==> src/include/decoder_params.svh <==
`ifndef DECODER_PARAMS_SVH
`define DECODER_PARAMS_SVH

// instruction word fields.
`define INSTR_W     32
`define OPCODE_W    7
`define FUNCT3_W    3
`define FUNCT7_W    7
`define REG_ADDR_W  5
`define IMM12_W     12

// major opcodes, bits [6:0].
`define OPC_LOAD     7'b0000011
`define OPC_MISC_MEM 7'b0001111
`define OPC_OP_IMM   7'b0010011
`define OPC_AUIPC    7'b0010111
`define OPC_STORE    7'b0100011
`define OPC_OP       7'b0110011
`define OPC_LUI      7'b0110111
`define OPC_BRANCH   7'b1100011
`define OPC_JALR     7'b1100111
`define OPC_JAL      7'b1101111

// funct7 variants.
`define F7_BASE 7'h00
`define F7_ALT  7'h20

// funct3 codes of the integer ALU ops.
`define F3_ADD_SUB 3'h0
`define F3_SLL     3'h1
`define F3_SLT     3'h2
`define F3_SLTU    3'h3
`define F3_XOR     3'h4
`define F3_SRL_SRA 3'h5
`define F3_OR      3'h6
`define F3_AND     3'h7
`define F3_ZERO    3'h0

`endif
==> src/hw/riscv_decoder_pkg.sv <==
`include "decoder_params.svh"

package riscv_decoder_pkg;

    typedef enum logic [4:0] {
        ALU_ADD  = 5'b00000,
        ALU_SUB  = 5'b01000,
        ALU_XOR  = 5'b00100,
        ALU_OR   = 5'b00110,
        ALU_AND  = 5'b00111,
        ALU_SLL  = 5'b00001,
        ALU_SRL  = 5'b00101,
        ALU_SRA  = 5'b01101,
        ALU_SLTS = 5'b00010,
        ALU_SLTU = 5'b00011,
        ALU_EQ   = 5'b11000,
        ALU_NE   = 5'b11001,
        ALU_LTS  = 5'b11100,
        ALU_GES  = 5'b11101,
        ALU_LTU  = 5'b11110,
        ALU_GEU  = 5'b11111
    } alu_op_e;

    typedef enum logic [1:0] {
        OP_A_RS1     = 2'd0,
        OP_A_CURR_PC = 2'd1,
        OP_A_ZERO    = 2'd2
    } a_sel_e;

    typedef enum logic [2:0] {
        OP_B_RS2   = 3'd0,
        OP_B_IMM_I = 3'd1,
        OP_B_IMM_U = 3'd2,
        OP_B_IMM_S = 3'd3,
        OP_B_INCR  = 3'd4
    } b_sel_e;

    typedef enum logic [1:0] {
        WB_EX_RESULT = 2'd0,
        WB_LSU_DATA  = 2'd1
    } wb_sel_e;

    // matches the load/store funct3 encoding.
    typedef enum logic [2:0] {
        LDST_B  = 3'd0,
        LDST_H  = 3'd1,
        LDST_W  = 3'd2,
        LDST_BU = 3'd4,
        LDST_HU = 3'd5
    } mem_size_e;

    typedef struct packed {
        logic [`FUNCT7_W-1:0]   funct7;
        logic [`REG_ADDR_W-1:0] rs2;
        logic [`REG_ADDR_W-1:0] rs1;
        logic [`FUNCT3_W-1:0]   funct3;
        logic [`REG_ADDR_W-1:0] rd;
        logic [`OPCODE_W-1:0]   opcode;
    } r_fields_t;

    typedef struct packed {
        logic [`IMM12_W-1:0]    imm12;
        logic [`REG_ADDR_W-1:0] rs1;
        logic [`FUNCT3_W-1:0]   funct3;
        logic [`REG_ADDR_W-1:0] rd;
        logic [`OPCODE_W-1:0]   opcode;
    } i_fields_t;

    typedef union packed {
        r_fields_t rtype;
        i_fields_t itype;
    } instr_u;

endpackage

==> src/hw/decode_stage.sv <==
`timescale 1ns/1ps
`include "decoder_params.svh"

module decode_stage import riscv_decoder_pkg::*; (
    input  logic                clk_i,
    input  logic                reset_i,
    input  logic                valid_i,
    input  logic [`INSTR_W-1:0] instr_i,
    output logic                valid_o,
    output logic                illegal_o,
    output alu_op_e             alu_op_o,
    output a_sel_e              a_sel_o,
    output b_sel_e              b_sel_o,
    output logic                mem_req_o,
    output logic                mem_we_o,
    output mem_size_e           mem_size_o,
    output logic                gpr_we_o,
    output wb_sel_e             wb_sel_o,
    output logic                branch_o,
    output logic                jal_o,
    output logic                jalr_o
);

    instr_u    instr;
    logic      alu_hit, alu_bad, alu_gpr_we;
    alu_op_e   alu_alu_op;
    b_sel_e    alu_b_sel;
    logic      mem_hit, mem_bad, mem_req, mem_we, mem_gpr_we;
    mem_size_e mem_size;
    b_sel_e    mem_b_sel;
    wb_sel_e   mem_wb_sel;
    logic      flow_hit, flow_bad, flow_branch, flow_jal, flow_jalr, flow_gpr_we;
    alu_op_e   flow_alu_op;
    a_sel_e    flow_a_sel;
    b_sel_e    flow_b_sel;

    logic      illegal_d;
    alu_op_e   alu_op_d;
    a_sel_e    a_sel_d;
    b_sel_e    b_sel_d;
    mem_size_e mem_size_d;
    wb_sel_e   wb_sel_d;
    logic      mem_req_d, mem_we_d, gpr_we_d, branch_d, jal_d, jalr_d;

    assign instr = instr_i;

    alu_op_decoder alu_op_decoder_inst (
        .instr_i  (instr),
        .hit_o    (alu_hit),
        .bad_o    (alu_bad),
        .alu_op_o (alu_alu_op),
        .b_sel_o  (alu_b_sel),
        .gpr_we_o (alu_gpr_we)
    );

    mem_op_decoder mem_op_decoder_inst (
        .instr_i    (instr),
        .hit_o      (mem_hit),
        .bad_o      (mem_bad),
        .mem_req_o  (mem_req),
        .mem_we_o   (mem_we),
        .mem_size_o (mem_size),
        .b_sel_o    (mem_b_sel),
        .gpr_we_o   (mem_gpr_we),
        .wb_sel_o   (mem_wb_sel)
    );

    flow_op_decoder flow_op_decoder_inst (
        .instr_i  (instr),
        .hit_o    (flow_hit),
        .bad_o    (flow_bad),
        .alu_op_o (flow_alu_op),
        .a_sel_o  (flow_a_sel),
        .b_sel_o  (flow_b_sel),
        .branch_o (flow_branch),
        .jal_o    (flow_jal),
        .jalr_o   (flow_jalr),
        .gpr_we_o (flow_gpr_we)
    );

    // opcode classes are disjoint, so at most one decoder hits.
    assign illegal_d = ~(alu_hit | mem_hit | flow_hit)
                     | (alu_hit & alu_bad)
                     | (mem_hit & mem_bad)
                     | (flow_hit & flow_bad);

    always_comb begin
        alu_op_d   = ALU_ADD;
        a_sel_d    = OP_A_RS1;
        b_sel_d    = OP_B_RS2;
        mem_size_d = LDST_B;
        wb_sel_d   = WB_EX_RESULT;
        mem_req_d  = 1'b0;
        mem_we_d   = 1'b0;
        gpr_we_d   = 1'b0;
        branch_d   = 1'b0;
        jal_d      = 1'b0;
        jalr_d     = 1'b0;
        if (!illegal_d) begin
            if (alu_hit) begin
                alu_op_d = alu_alu_op;
                b_sel_d  = alu_b_sel;
                gpr_we_d = alu_gpr_we;
            end else if (mem_hit) begin
                b_sel_d    = mem_b_sel;
                mem_req_d  = mem_req;
                mem_we_d   = mem_we;
                mem_size_d = mem_size;
                gpr_we_d   = mem_gpr_we;
                wb_sel_d   = mem_wb_sel;
            end else begin
                alu_op_d = flow_alu_op;
                a_sel_d  = flow_a_sel;
                b_sel_d  = flow_b_sel;
                branch_d = flow_branch;
                jal_d    = flow_jal;
                jalr_d   = flow_jalr;
                gpr_we_d = flow_gpr_we;
            end
        end
    end

    // control bits qualified by valid.
    always_ff @(posedge clk_i) begin
        if (reset_i) begin
            valid_o   <= 1'b0;
            illegal_o <= 1'b0;
            mem_req_o <= 1'b0;
            mem_we_o  <= 1'b0;
            gpr_we_o  <= 1'b0;
            branch_o  <= 1'b0;
            jal_o     <= 1'b0;
            jalr_o    <= 1'b0;
        end else begin
            valid_o   <= valid_i;
            illegal_o <= valid_i & illegal_d;
            mem_req_o <= valid_i & mem_req_d;
            mem_we_o  <= valid_i & mem_we_d;
            gpr_we_o  <= valid_i & gpr_we_d;
            branch_o  <= valid_i & branch_d;
            jal_o     <= valid_i & jal_d;
            jalr_o    <= valid_i & jalr_d;
        end
    end

    // operand selects only load on a valid word.
    always_ff @(posedge clk_i) begin
        if (valid_i) begin
            alu_op_o   <= alu_op_d;
            a_sel_o    <= a_sel_d;
            b_sel_o    <= b_sel_d;
            mem_size_o <= mem_size_d;
            wb_sel_o   <= wb_sel_d;
        end
    end

endmodule

==> src/hw/flow_op_decoder.sv <==
`timescale 1ns/1ps
`include "decoder_params.svh"

module flow_op_decoder import riscv_decoder_pkg::*; (
    input  instr_u  instr_i,
    output logic    hit_o,
    output logic    bad_o,
    output alu_op_e alu_op_o,
    output a_sel_e  a_sel_o,
    output b_sel_e  b_sel_o,
    output logic    branch_o,
    output logic    jal_o,
    output logic    jalr_o,
    output logic    gpr_we_o
);

    logic f3_zero;

    assign f3_zero = (instr_i.itype.funct3 == `F3_ZERO);

    always_comb begin
        hit_o    = 1'b1;
        bad_o    = 1'b0;
        alu_op_o = ALU_ADD;
        a_sel_o  = OP_A_RS1;
        b_sel_o  = OP_B_RS2;
        branch_o = 1'b0;
        jal_o    = 1'b0;
        jalr_o   = 1'b0;
        gpr_we_o = 1'b0;
        case (instr_i.itype.opcode)
            `OPC_BRANCH: begin
                branch_o = 1'b1;
                case (instr_i.itype.funct3)
                    3'h0:    alu_op_o = ALU_EQ;
                    3'h1:    alu_op_o = ALU_NE;
                    3'h4:    alu_op_o = ALU_LTS;
                    3'h5:    alu_op_o = ALU_GES;
                    3'h6:    alu_op_o = ALU_LTU;
                    3'h7:    alu_op_o = ALU_GEU;
                    default: bad_o = 1'b1;
                endcase
            end
            `OPC_JAL, `OPC_JALR: begin
                // link value is pc + 4.
                a_sel_o  = OP_A_CURR_PC;
                b_sel_o  = OP_B_INCR;
                gpr_we_o = 1'b1;
                jal_o    = (instr_i.itype.opcode == `OPC_JAL);
                jalr_o   = (instr_i.itype.opcode == `OPC_JALR);
                bad_o    = jalr_o & ~f3_zero;
            end
            `OPC_LUI: begin
                a_sel_o  = OP_A_ZERO;
                b_sel_o  = OP_B_IMM_U;
                gpr_we_o = 1'b1;
            end
            `OPC_AUIPC: begin
                a_sel_o  = OP_A_CURR_PC;
                b_sel_o  = OP_B_IMM_U;
                gpr_we_o = 1'b1;
            end
            // fence acts as a nop.
            `OPC_MISC_MEM: bad_o = ~f3_zero;
            default: hit_o = 1'b0;
        endcase
    end

endmodule

==> src/hw/mem_op_decoder.sv <==
`timescale 1ns/1ps
`include "decoder_params.svh"

module mem_op_decoder import riscv_decoder_pkg::*; (
    input  instr_u    instr_i,
    output logic      hit_o,
    output logic      bad_o,
    output logic      mem_req_o,
    output logic      mem_we_o,
    output mem_size_e mem_size_o,
    output b_sel_e    b_sel_o,
    output logic      gpr_we_o,
    output wb_sel_e   wb_sel_o
);

    logic is_load;
    logic is_store;

    assign is_load  = (instr_i.itype.opcode == `OPC_LOAD);
    assign is_store = (instr_i.itype.opcode == `OPC_STORE);

    always_comb begin
        mem_size_o = LDST_B;
        bad_o      = 1'b0;
        if (is_load) begin
            case (instr_i.itype.funct3)
                3'h0:    mem_size_o = LDST_B;
                3'h1:    mem_size_o = LDST_H;
                3'h2:    mem_size_o = LDST_W;
                3'h4:    mem_size_o = LDST_BU;
                3'h5:    mem_size_o = LDST_HU;
                default: bad_o = 1'b1;
            endcase
        end else if (is_store) begin
            // no unsigned stores.
            case (instr_i.itype.funct3)
                3'h0:    mem_size_o = LDST_B;
                3'h1:    mem_size_o = LDST_H;
                3'h2:    mem_size_o = LDST_W;
                default: bad_o = 1'b1;
            endcase
        end
    end

    assign hit_o     = is_load | is_store;
    assign mem_req_o = hit_o;
    assign mem_we_o  = is_store;
    assign b_sel_o   = is_store ? OP_B_IMM_S : OP_B_IMM_I;
    assign gpr_we_o  = is_load;
    assign wb_sel_o  = is_load ? WB_LSU_DATA : WB_EX_RESULT;

endmodule

==> src/hw/alu_op_decoder.sv <==
`timescale 1ns/1ps
`include "decoder_params.svh"

module alu_op_decoder import riscv_decoder_pkg::*; (
    input  instr_u  instr_i,
    output logic    hit_o,
    output logic    bad_o,
    output alu_op_e alu_op_o,
    output b_sel_e  b_sel_o,
    output logic    gpr_we_o
);

    logic                 is_reg;
    logic                 is_imm;
    logic [`FUNCT3_W-1:0] funct3;
    logic [`FUNCT7_W-1:0] funct7;
    logic                 f7_base;
    logic                 f7_alt;
    logic                 alt_ok;
    logic                 f7_checked;

    assign is_reg = (instr_i.rtype.opcode == `OPC_OP);
    assign is_imm = (instr_i.rtype.opcode == `OPC_OP_IMM);
    assign funct3 = instr_i.rtype.funct3;

    // for shift immediates these bits sit above shamt.
    assign funct7  = instr_i.rtype.funct7;
    assign f7_base = (funct7 == `F7_BASE);
    assign f7_alt  = (funct7 == `F7_ALT);

    always_comb begin
        alu_op_o = ALU_ADD;
        alt_ok   = 1'b0;
        case (funct3)
            `F3_ADD_SUB: begin
                alu_op_o = (is_reg && f7_alt) ? ALU_SUB : ALU_ADD;
                alt_ok   = is_reg;
            end
            `F3_SLL:  alu_op_o = ALU_SLL;
            `F3_SLT:  alu_op_o = ALU_SLTS;
            `F3_SLTU: alu_op_o = ALU_SLTU;
            `F3_XOR:  alu_op_o = ALU_XOR;
            `F3_SRL_SRA: begin
                alu_op_o = f7_alt ? ALU_SRA : ALU_SRL;
                alt_ok   = 1'b1;
            end
            `F3_OR:   alu_op_o = ALU_OR;
            `F3_AND:  alu_op_o = ALU_AND;
            default:  alu_op_o = ALU_ADD;
        endcase
    end

    // immediate forms carry imm bits there, except for shifts.
    assign f7_checked = is_reg || (funct3 == `F3_SLL) || (funct3 == `F3_SRL_SRA);

    assign hit_o    = is_reg | is_imm;
    assign bad_o    = hit_o & f7_checked & ~(f7_base | (f7_alt & alt_ok));
    assign b_sel_o  = is_reg ? OP_B_RS2 : OP_B_IMM_I;
    assign gpr_we_o = hit_o;

endmodule

==> config.mk <==
export PLATFORM = sky130hd
export DESIGN_NAME = decode_stage
export DESIGN_NICKNAME = d
export VERILOG_FILES = /design/src/hw/riscv_decoder_pkg.sv /design/src/hw/decode_stage.sv /design/src/hw/flow_op_decoder.sv /design/src/hw/mem_op_decoder.sv /design/src/hw/alu_op_decoder.sv
export VERILOG_INCLUDE_DIRS = /design/src /design/src/include
export SDC_FILE = /design/constraint.sdc
export NUM_CORES = 1
export LEC_CHECK = 0
export BUFFER_PORTS_ARGS = -buffer_cell sky130_fd_sc_hd__buf_2
export CORE_ASPECT_RATIO = 0.6
export CORE_MARGIN = 8
export CORE_UTILIZATION = 40
export CTS_CLUSTER_SIZE = 10
export DETAILED_ROUTE_END_ITERATION = 12
export PLACE_DENSITY = 0.73
export SLEW_MARGIN = 20
export SYNTH_ARGS = -nofsm -noshare
export SYNTH_HDL_FRONTEND = slang
export SYNTH_SLANG_ARGS = --single-unit
==> constraint.sdc <==
create_clock -name clk_i -period 2.4 [get_ports clk_i]
set_clock_uncertainty 0.2 [all_clocks]
set_input_delay 0.12 -clock clk_i [delete_from_list [all_inputs] [get_ports clk_i]]
set_output_delay 0.12 -clock clk_i [all_outputs]
set_load 0.005 [all_outputs]
# == Word level (Yosys, flattened, before mapping) ==
# Index checks and enable logic that the tools add are counted.
# classes
bitwise,26
reduce_logical,15
mux,48
n_eq_ne,18
# ops
op,count
$pmux 5 s8,1
$mux 1,30
$pmux 5 s6,1
$eq 7x6->1 const B,4
$eq 7x7->1 const B,3
$mux 5,3
$and 1x1->1,14
$eq 7x5->1 const B,2
$eq 3x3->1 const B,4
$mux 3,4
$pmux 3 s4,1
$reduce_or 3->1,4
$reduce_or 6->1,2
$mux 4,2
$or 1x1->1,8
$pmux 2 s2,2
$eq 7x2->1 const B,1
$eq 7x4->1 const B,1
$logic_not 7->1,1
$eq 3x2->1 const B,2
$pmux 3 s2,1
$reduce_or 5->1,1
$not 1->1,4
$reduce_or 2->1,2
8 further kinds,9
# totals
out_inout_bits,23
register_bits,23
word_cells,120

# == Logic depth before layout (Yosys ltp) ==
# Gate-level depths: netlist of run 1.
# logic_depth
ltp_word,12
depth_mapped,6
mapped_depth_nobuf,4

# == Modules after synthesis ==
# A second synthesis of run 1 with hierarchy kept.
# unflattened
hier_cells,157
hier_area_um2,1493.9
# modules_own_cells
module,area_per_inst_um2,cells_per_inst,n_inst,seq_area_each_um2
decode_stage,935.9,74,1,610.6
flow_op_decoder,207.7,37,1,0.0
mem_op_decoder,183.9,25,1,0.0
alu_op_decoder,166.4,21,1,0.0

# == Worst setup path before layout of run 1 ==
# Ideal clock, no wire load.
# synth_timing
path_kind,input to register
startpoint,in instr_i[3]
endpoint,reg b_sel_o[0] (data pin)
slack_ns,0.567
arrival_time_ns,1.357
path_buffers,0
stages,4
setup_ns,0.276
cell_sequence,or3b_2 -> or3_1 -> nor3_4 -> nor4_1
# synth_between
elab_chain_len,10
elab_cells_between_ends,39
# synth_lines
item,line_no,text
"start, declared",decode_stage.sv:8,"input logic [`INSTR_W-1:0] instr_i,"
$eq 7x6->1 (no source line),--,
$pmux 1 s2,alu_op_decoder.sv:34,case (funct3)
$and 1x1->1,alu_op_decoder.sv:57,assign bad_o = hit_o & f7_checked & ~(f7_base | (f7_alt & alt_ok));
$or 1x1->1,alu_op_decoder.sv:57,
$not 1->1,alu_op_decoder.sv:57,
$and 1x1->1,alu_op_decoder.sv:57,
$and 1x1->1,decode_stage.sv:83,| (alu_hit & alu_bad)
$or 1x1->1,decode_stage.sv:83,
$or 1x1->1,decode_stage.sv:84,| (mem_hit & mem_bad)
$or 1x1->1,decode_stage.sv:85,| (flow_hit & flow_bad);
"end signal, assigned",decode_stage.sv:151,b_sel_o <= b_sel_d;
"end, declared",decode_stage.sv:13,"output b_sel_e b_sel_o,"
# Parallel ways exist; a longest one is shown, timed or not.
# A chain may end at the register's enable or synchronous reset.

# == Worst setup path in the final report of run 1 ==
# Ends and elaborated chain as after synthesis.

==> results of run 1 <==
## cells in the mapped netlist (2+ instances only)
master and instances:
inv_1 6, nor4b_1 2, nand2_1 8, buf_4 4
edfxtp_1 14, nor2_1 4, nor3_1 11, nand3b_1 2
dfxtp_1 8, nor4_1 7, o21bai_1 2, nand2b_1 3
o21ai_0 3, a21oi_1 3, or3_1 3, or3b_1 2
clkbuf_1 2
## through the flow
stage	instance area (um^2)	hold slack [ns]	instances	power, uW
after CTS	1490	0.00274	198	874
after detailed placement	1400	0.242	193	529
after floorplan	1180	0.0325	114	481
after global placement	1400	0.236	193	524
after global routing	1490	0.0273	198	900
final	1490	0.00889	198	868
## per-layer routing
layer | wire length [um] | GRT usage [%] | share of wire, % | vias up
met4 | 34 | 4.46 | 1.1 | 0
met5 | 0 | 0 | 0 | -
met1 | 1370 | 15.6 | 45 | 516
met2 | 1400 | 19.1 | 46 | 36
li1 | - | - | - | 522
met3 | 262 | 3.94 | 8.5 | 2
## cell families (layout without fill, tap and decap cells)
logic type,Yosys count,count (layout),share of synthesized area (%)
DFF,22,22,49.3
AOI/OAI and AO/OA,20,20,12.6
buffers and inverters,14,56,7.22
and+or+nand+nor,57,57,30.6
other,1,1,0.318
## state kept, by name (all words and copies together), names as in the netlist, 2 cells and up
signal,cells
alu_op_o,5
b_sel_o,3
mem_size_o,3
a_sel_o,2
## layout make-up
type | count | area share, %
Sequential cell | 22 | 39.1
Multi-Input combinational cell | 78 | 34.5
Tap cell | 42 | 3.54
Clock buffer | 3 | 2.78
Timing Repair Buffer | 46 | 16.5
Clock inverter | 1 | 2.02
Inverter | 6 | 1.52
## critical path: stages
cell and delay (ns):
buf_2 0.14, or3b_1 0.39, a311oi_1 0.27, or3b_1 0.52, nor4_1 0.36
## worst paths after layout
kind / from / endpoint / slack [ns] / cells past startpoint
worst max-delay path: instr_i[3] / b_sel_o[0] / 0.46 / 5
worst min-delay path: instr_i[3] / jalr_o / 0.009 / 3
## power breakdown
group / internal (uW) / total (uW) / switching, uW / leakage [uW]
Sequential: 415 / 418 / 2.96 / 0.000198
Combinational: 43.7 / 104 / 60.3 / 0.000355
Clock: 223 / 346 / 123 / 0.0000357
## what timing repair did
action | 4_1_cts | 5_1_grt
resized for setup | 0 | 0
hold buffers | 1 | 0
setup endpoints to repair | 0 | 0
hold endpoints to repair | 1 | 0
==> results.md, run 1 <==
* Status: complete, no violations
* Postcts setup bufs at 0
* Peak VDD IR at between 0.15 and 0.2 mV
* Post-Synthesis Cells at 114
* Most frequent cells in the layout: buf_2, edfxtp_1, nor3_1
* EDFF count, synth at 14
* Final Net Count at 192
* Antenna cells at 0
* Final slew viol count at 0
* Post-synthesis net count at about 150
* Worst-path clk slew at 0.08 ns
* Setup CP Type: in -> reg
* CP required at ~2.3 ns
* Primary FF master, synth: edfxtp_1
* Syn avg cell area at 10.3 um^2
* Fin crit period at ~1.9 ns
* Drt via density at 5.43
* Post-detail-place hpwl at 2.38 mm
* Area grow syn2layout at 26.0%
* Footprint of the multi-input gates at 513 um^2
* Top post-synthesis cells by area: edfxtp_1, dfxtp_1, nor3_1
* Area leader, netlist: edfxtp_1
* Initial antenna violation count at 0
* Starting Density at about two fifths
* Congestion Overflow GR at 0
* Syn. warnings at 0
* Pre-antenna DRT Iters at 4
* Power Dens Cells at 584 mW/mm^2
* Die area at 0.00500 mm^2
* Die Wd at 86.1 um
* Post-synthesis sequential area ratio at 49.3%
* Max cap viols at 0
* DR iter-0 viols at 134
* Yosys top cell area share at a little over a third
* Clk root buf: clkbuf_8
* Setup ws final at 0.460 ns
* Critical path fanouts, max at 10
* I/O Buffers at 41
* Setup TNS at 0 ns
* FP Rows at 15
* Sequential cell area at between 500 and 600 um^2
* Leakage power at 0.000589 uW
* Pin count of the biggest net entering global routing at 16
* Setup WS pre-CTS at 0.226 ns
* Vias in the first global route at a little under 1k
* CP endpoint kind: flop
* Syn Std Cell Area at between 0.001 and 0.0015 mm^2
* Total GRT Usage at between 10% and 20%
* TritonCTS Buffers at 3
* Synth unique cells at 47
* H-Tree Depth at 1
* FMAX at 515 MHz
* CTS tree: built
* Core Region at 0.00283 mm^2
* Final Util at 52.4%
* Crit path DAT at roughly 1.8 ns
* CTS Buffer Depth at 2
* IO Pins at 58
* Setup Viol. Count Final at 0
* GPL Wtd Cong at 0.822
* Async S/R FF share, synth at 0%
* Fillers at 272
* DR WL/cell at 15.5 um
* First-pass GRT wire length at 4.89 mm
* CP Launch Type: input pin
* Share of layout cells above drive strength 1 at between 30% and 40%
* Vert. Die Dim at slightly below 60 um
* Class of the worst hold path: in -> reg
* DRC at 0
* Drt total wl at 3.07 mm
* Tcrit/Tclk final at 80.8%
* Final hold violations at 0
* Number of nets with antenna violations after routing at 0
* Via Count at 1076
* RSZ-0062 raised after global routing: no
* #FFs+latches synth at 22
* Clock sinks at 22
* Commonest non-fill, non-tap cell in the layout: buf_2
Note: power is estimated with default switching activity, not from simulation.
==> run 2: changes to the inputs <==
- clock period: 2.4 -> 1.9 ns (I/O delays scaled with it)
==> run 2 against run 1 <==
  * Clock power up 26%
  * Wire length up 4.6%
  * Worst hold slack worse by 0.00062 ns
  * Design area up 6.9%
  * Highest routed layer unchanged
  * Largest power group unchanged
  * Largest cell class unchanged
==> results.md, run 2 (same netlist as run 1, synthesis figures left out) <==
* Status: complete, no violations (unchanged)
* Pin count of the biggest net entering global routing at 15 (was 16)
* Die Wd at 86.1 um (unchanged)
* Worst hold slack at 0.00827 ns (was 0.00889 ns)
* Vert. Die Dim at 58.0 um (unchanged)
* Initial antenna violation count at 0 (unchanged)
* Class of the worst hold path: in -> reg (unchanged)
* Antenna cells at 0 (unchanged)
* Post-detail-place hpwl at 2.49 mm (was 2.38 mm)
* First-pass GRT wire length at 4.93 mm (was 4.89 mm)
* Reg with most FFs: alu_op_o (unchanged)
* Congestion Overflow GR at 0 (unchanged)
* Number of flip-flops under the largest register name at 5 (unchanged)
* Final hold violations at 0 (unchanged)
* Critical path fanouts, max at 10 (unchanged)
* Final Net Count at 205 (was 192)
* CTS tree: built (unchanged)
* Hold Path Sink: jal_o (was jalr_o)
* Postcts setup bufs at 0 (unchanged)
* CP Launch Type: input pin (unchanged)
* Tightest Pin Transition at ~0.47 ns
* Non-Filler Instances at 211 (was 198)
* Drt via density at 5.41 (was 5.43)
* FP Rows at 15 (unchanged)
* I/O Buffers at 41 (unchanged)
* CP required at 1.84 ns (was 2.27 ns)
* Die area at 0.00500 mm^2 (unchanged)
* Fillers at 256 (was 272)
* Setup Viol. Count Final at 0 (unchanged)
* Most frequent cells in the layout: buf_2, buf_4, edfxtp_1 (was buf_2, edfxtp_1, nor3_1)
* Setup CP Type: in -> reg (unchanged)
* Share of layout cells above drive strength 1 at 39.6% (was 34.6%)
* Peak VDD IR at 0.392 mV (was 0.196 mV)
* Commonest non-fill, non-tap cell in the layout: buf_2 (unchanged)
* CTS Buffer Depth at 2 (unchanged)
* Footprint of the multi-input gates at 515 um^2 (was 513 um^2)
* Final slew viol count at 0 (unchanged)
* Pre-antenna DRT Iters at 4 (unchanged)
* Normalized max-slew margin at 68.0%
* Fin crit period at ~1.8 ns
* CP endpoint kind: flop (unchanged)
* Setup ws final at 0.139 ns (was 0.460 ns)
* Placed cell count at 205 (was 193)
* RSZ-0062 raised after global routing: no (unchanged)
* Sequential cell area at 581 um^2 (unchanged)
* Hold Crit Depth at 3 (unchanged)
* Via Count at 1142 (was 1076)
* Crit path DAT at 1.70 ns (was 1.81 ns)
* Worst-path clk slew at 0.08 ns (about the same)
* Core Region at 0.00283 mm^2 (unchanged)
* Clock sinks at 22 (unchanged)
* Tcrit/Tclk final at 92.7%
* DR iter-0 viols at 138 (was 134)
* Number of nets with antenna violations after routing at 0 (unchanged)
* IO Pins at 58 (unchanged)
* Total GRT Usage at 12.3% (about the same)
* Area grow syn2layout at 34.7% (was 26.0%)
* H-Tree Depth at 1 (unchanged)
* DRC at 0 (unchanged)
* TritonCTS Buffers at 3 (unchanged)
* Vias in the first global route at 1097 (was 992)
* Finished Cell Area at 0.00159 mm^2 (was 0.00149 mm^2)
* Max cap viols at 0 (unchanged)
* Power Dens Cells at 702 mW/mm^2 (was 584 mW/mm^2)
* Biggest regs: alu_op_o x5, b_sel_o x3, mem_size_o x3 (unchanged)
* FMAX at 568 MHz
* Clk root buf: clkbuf_8 (unchanged)
* DR WL/cell at 15.2 um (was 15.5 um)
* Drt total wl at 3.21 mm (was 3.07 mm)
* Hold Crit Start: valid_i (was instr_i[3])
* Leakage power at 0.000652 uW (was 0.000589 uW)
* GPL Wtd Cong at 0.862 (was 0.822)
* Placed cell areas at 0.00149 mm^2 (was 0.00140 mm^2)
* Starting Density at 41.6% (unchanged)
* Setup WS pre-CTS at -0.207 ns (was 0.226 ns)
[run 2: cell types whose count changed in the layout (fill, tap and decap cells not counted)]
| cell | change |
|---|---|
| or3b_4 | +1 |
| dlygate4sd3_1 | +1 |
| or3b_1 | -1 |
| buf_4 | +12 |
[run 2: worst max path at each step]
stage | start | endpoint | slack, ns | cells after the start
2_1_floorplan | instr_i[3] | b_sel_o[0] | 0.09 | 4
3_3_place_gp | instr_i[5] | b_sel_o[2] | -0.15 | 5
3_5_place_dp | instr_i[5] | a_sel_o[0] | -0.21 | 5
4_1_cts | instr_i[5] | a_sel_o[0] | 0.06 | 5
5_1_grt | instr_i[5] | a_sel_o[0] | 0.07 | 5
6_report | instr_i[5] | mem_req_o | 0.14 | 5
[run 2: what timing repair did]
item | in CTS | in global routing
endpoints found under the setup margin | 0 | 2
hold buffers | 2 | 0
resized for setup | 0 | 1
hold endpoints to repair | 2 | 0
[run 2: power breakdown]
group	total [uW]	switching (uW)	internal, uW	leakage, uW
Combinational	149	80.6	68.6	0.000418
Sequential	528	3.54	524	0.000198
Clock	437	156	281	0.0000357
Total	1110	240	874	0.000652
[run 2: routing by layer]
| layer | track usage [%] | share of wire [%] | up-vias |
|---|---|---|---|
| li1 | - | - | 547 |
| met1 | 14.9 | 42 | 534 |
| met2 | 20.3 | 47 | 59 |
| met3 | 4.08 | 9.4 | 2 |
| met4 | 3.22 | 0.84 | 0 |
| met5 | 0 | 0 | - |
[run 2: worst max-delay path: stages]
cell and delay (ns):
buf_2 0.10, or3b_1 0.39, a311oi_1 0.27, or3b_4 0.48, nor4_1 0.37
[run 2: per-stage QoR]
stage	utilization, %	TNS [ns]	total power (uW)
after CTS	55.9	0	1110
after detailed placement	52.7	-1.22	683
final	56.0	0	1110
after global placement	52.7	-0.754	678
after global routing	56.0	0	1150
after floorplan	-	0	608
[run 2: layout make-up]
class                      count  share of cell area (%)
clock inverter                 1                    1.89
timing repair buffer          59                    21.7
multi-input combinational     78                    32.5
sequential                    22                    36.6
clock buffer                   3                    2.60
inverter                       6                    1.42
tap                           42                    3.31
==> run 3: changes to the inputs <==
- ABC_AREA: default -> 1
- CORE_ASPECT_RATIO: 0.6 -> 1.4
==> run 3 against run 2 <==
  * Final cell count is 5.7% higher
  * Sequential cell count stayed put
  * Sequential power about the same
  * Critical endpoint is now b_sel_o[1]
  * First-iteration DRC count fell by 67%
  * Non-clock buffer count decreased by 13
==> results.md, run 3 <==
* Tcrit/Tclk final at 95.7% (was 92.7%)
* Setup WS pre-CTS at 0.182 ns (was -0.207 ns)
* Placed cell count at 215 (was 205)
* Drt total wl at 2.95 mm (was 3.21 mm)
* TritonCTS Buffers at 3 (unchanged)
* Setup CP Type: in -> reg (unchanged)
* Die Wd at 61.6 um (was 86.1 um)
* Top post-synthesis cells by area: edfxtp_1, dfxtp_1, nand2_1 (was edfxtp_1, dfxtp_1, nor3_1)
* Area leader, netlist: edfxtp_1 (unchanged)
* Initial antenna violation count at 0 (unchanged)
* Setup TNS at 0 ns (unchanged)
* Async S/R FF share, synth at 0% (unchanged)
* Number of nets with antenna violations after routing at 0 (unchanged)
* Post-Synthesis Cells at 137 (was 114)
* Die area at 0.00491 mm^2 (was 0.00500 mm^2)
* Yosys top cell area share at 36.2% (was 35.7%)
* Critical path fanouts, max at 6 (was 10)
* I/O Buffers at 41 (unchanged)
* Hold Crit Depth at 2 (was 3)
* Power Dens Cells at 677 mW/mm^2 (was 702 mW/mm^2)
* Non-Filler Instances at 223 (was 211)
* #FFs+latches synth at 22 (unchanged)
* Clk root buf: clkbuf_8 (unchanged)
* Antenna cells at 0 (unchanged)
* Most common cell in the synthesized netlist: nand2_1 (was edfxtp_1)
* EDFF count, synth at 14 (unchanged)
* Number of flip-flops under the largest register name at 5 (unchanged)
* Post-synthesis net count at 172 (was 149)
* Syn. warnings at 0 (unchanged)
* Vias in the first global route at 1095 (was 1097)
* Biggest regs: alu_op_o x5, b_sel_o x3, mem_size_o x3 (unchanged)
* Synth unique cells at 25 (was 47)
* IO Pins at 58 (unchanged)
* H-Tree Depth at 1 (unchanged)
* Status: complete, no violations (unchanged)
* Syn Std Cell Area at 0.00116 mm^2 (was 0.00118 mm^2)
* Pwr Total at 1030 uW (was 1110 uW)
* CTS Buffer Depth at 2 (unchanged)
* Clock sinks at 22 (unchanged)
* Max cap viols at 0 (unchanged)
* GPL Wtd Cong at 0.910 (was 0.862)
* Reg with most FFs: alu_op_o (unchanged)
* Commonest non-fill, non-tap cell in the layout: buf_2 (unchanged)
* RSZ-0062 raised after global routing: no (unchanged)
* Fillers at 273 (was 256)
* Total GRT Usage at 12.7% (was 12.3%)
* FP Rows at 23 (was 15)
* DR WL/cell at 13.2 um (was 15.2 um)
* Via Count at 1109 (was 1142)
* CP endpoint kind: flop (unchanged)
* Post-synthesis sequential area ratio at 49.9% (was 49.3%)
* Most frequent cells in the layout: buf_2, nand2_1, nor2_1 (was buf_2, buf_4, edfxtp_1)
* Share of layout cells above drive strength 1 at 38.7% (was 39.6%)
* Drt via density at 4.97 (was 5.41)
* Setup ws final at 0.0808 ns (was 0.139 ns)
* Class of the worst hold path: in -> reg (unchanged)
* Final Net Count at 222 (was 205)
* Peak VDD IR at 0.316 mV (was 0.392 mV)
* First-pass GRT wire length at 4.77 mm (was 4.93 mm)
* Core Region at 0.00282 mm^2 (was 0.00283 mm^2)
* CP Launch Type: input pin (unchanged)
* Worst-path clk slew at 0.08 ns (about the same)
* Starting Density at 41.2% (was 41.6%)
* DR iter-0 viols at 46 (was 138)
* Congestion Overflow GR at 0 (unchanged)
* Syn avg cell area at 8.48 um^2 (was 10.3 um^2)
* FMAX at 550 MHz (was 568 MHz)
* Setup Viol. Count Final at 0 (unchanged)
* Area grow syn2layout at 30.8% (was 34.7%)
* DRC at 0 (unchanged)
* Crit path DAT at 1.72 ns (was 1.70 ns)
* CP required at 1.80 ns (was 1.84 ns)
* Leakage power at 0.000707 uW (was 0.000652 uW)
* Final hold violations at 0 (unchanged)
* Fin crit period at 1.82 ns (was 1.76 ns)
* Post-detail-place hpwl at 2.33 mm (was 2.49 mm)
* Primary FF master, synth: edfxtp_1 (unchanged)
* Final slew viol count at 0 (unchanged)
* CTS tree: built (unchanged)
* Pin count of the biggest net entering global routing at 15 (unchanged)
* Pre-antenna DRT Iters at 4 (unchanged)
* Vert. Die Dim at 79.8 um (was 58.0 um)
* Most frequent cells after synthesis: nand2_1, nor2_1, inv_1 (was edfxtp_1, nor3_1, dfxtp_1, nand2_1, nor4_1)
run 3: changes by cell type after synthesis, sizes merged, moves of 4 or more:
| cell | change |
|---|---|
| nor2 | +21 |
| or3 | -4 |
| buf | -4 |
| nor3 | -7 |
| nand2 | +27 |
| a21oi | +4 |
| inv | +15 |
| nand3 | +9 |
| nor4 | -6 |
run 3: timing repair:
item	in CTS	in global routing
hold buffers	4	0
gates resized for setup	0	0
buffers inserted	0	0
hold endpoints to repair	5	0
run 3: per-stage QoR:
stage	util, %	area, um^2	hold WS (ns)
after detailed placement	50.1	1410	0.124
after floorplan	-	1160	0.00750
after CTS	53.9	1520	0.0132
final	53.9	1520	0.0218
after global routing	53.9	1520	0.0279
after global placement	50.1	1410	0.119
run 3: report_power, final:
group	switching [uW]	internal, uW
clock	145	228
sequential	3.72	524
combinational	77.6	49.9
run 3: worst paths after layout:
kind | from | to
worst max-delay path | instr_i[5] | b_sel_o[1]
worst min-delay path | instr_i[13] | wb_sel_o[0]
run 3: kinds of logic after synthesis:
kind of cell           count (synthesis)  synth area share, %
AO/OA/AOI/OAI                         13                 8.18
flip-flops                            22                 49.9
AND/OR/NAND/NOR                       79                 34.1
other                                  1                0.323
buffers and inverters                 22                 7.43
run 3: cell type report:
type / count / area (um^2) / share of cell area [%]
Inverter: 21 / 78.8 / 5.19
Tap cell: 37 / 46.3 / 3.05
Multi-Input combinational cell: 93 / 495 / 32.6
Sequential cell: 22 / 581 / 38.2
Clock buffer: 4 / 66.3 / 4.36
Timing Repair Buffer: 46 / 253 / 16.6
run 3: worst max-delay path: stages:
cell and delay (ns):
buf_2 0.14, dlygate4sd3_1 0.56, inv_1 0.12, nand2_1 0.07
nand3_1 0.08, nor2_1 0.07, a21oi_4 0.30, nand3_1 0.11
a21oi_1 0.18
run 3: metal layers:
metal / vias up / track usage, % / wire length, um
met5: - / 0 / 0
met4: 0 / 7.55 / 129
met3: 11 / 1.94 / 235
met2: 55 / 23.6 / 1590
met1: 503 / 12.1 / 996
li1: 540 / - / -
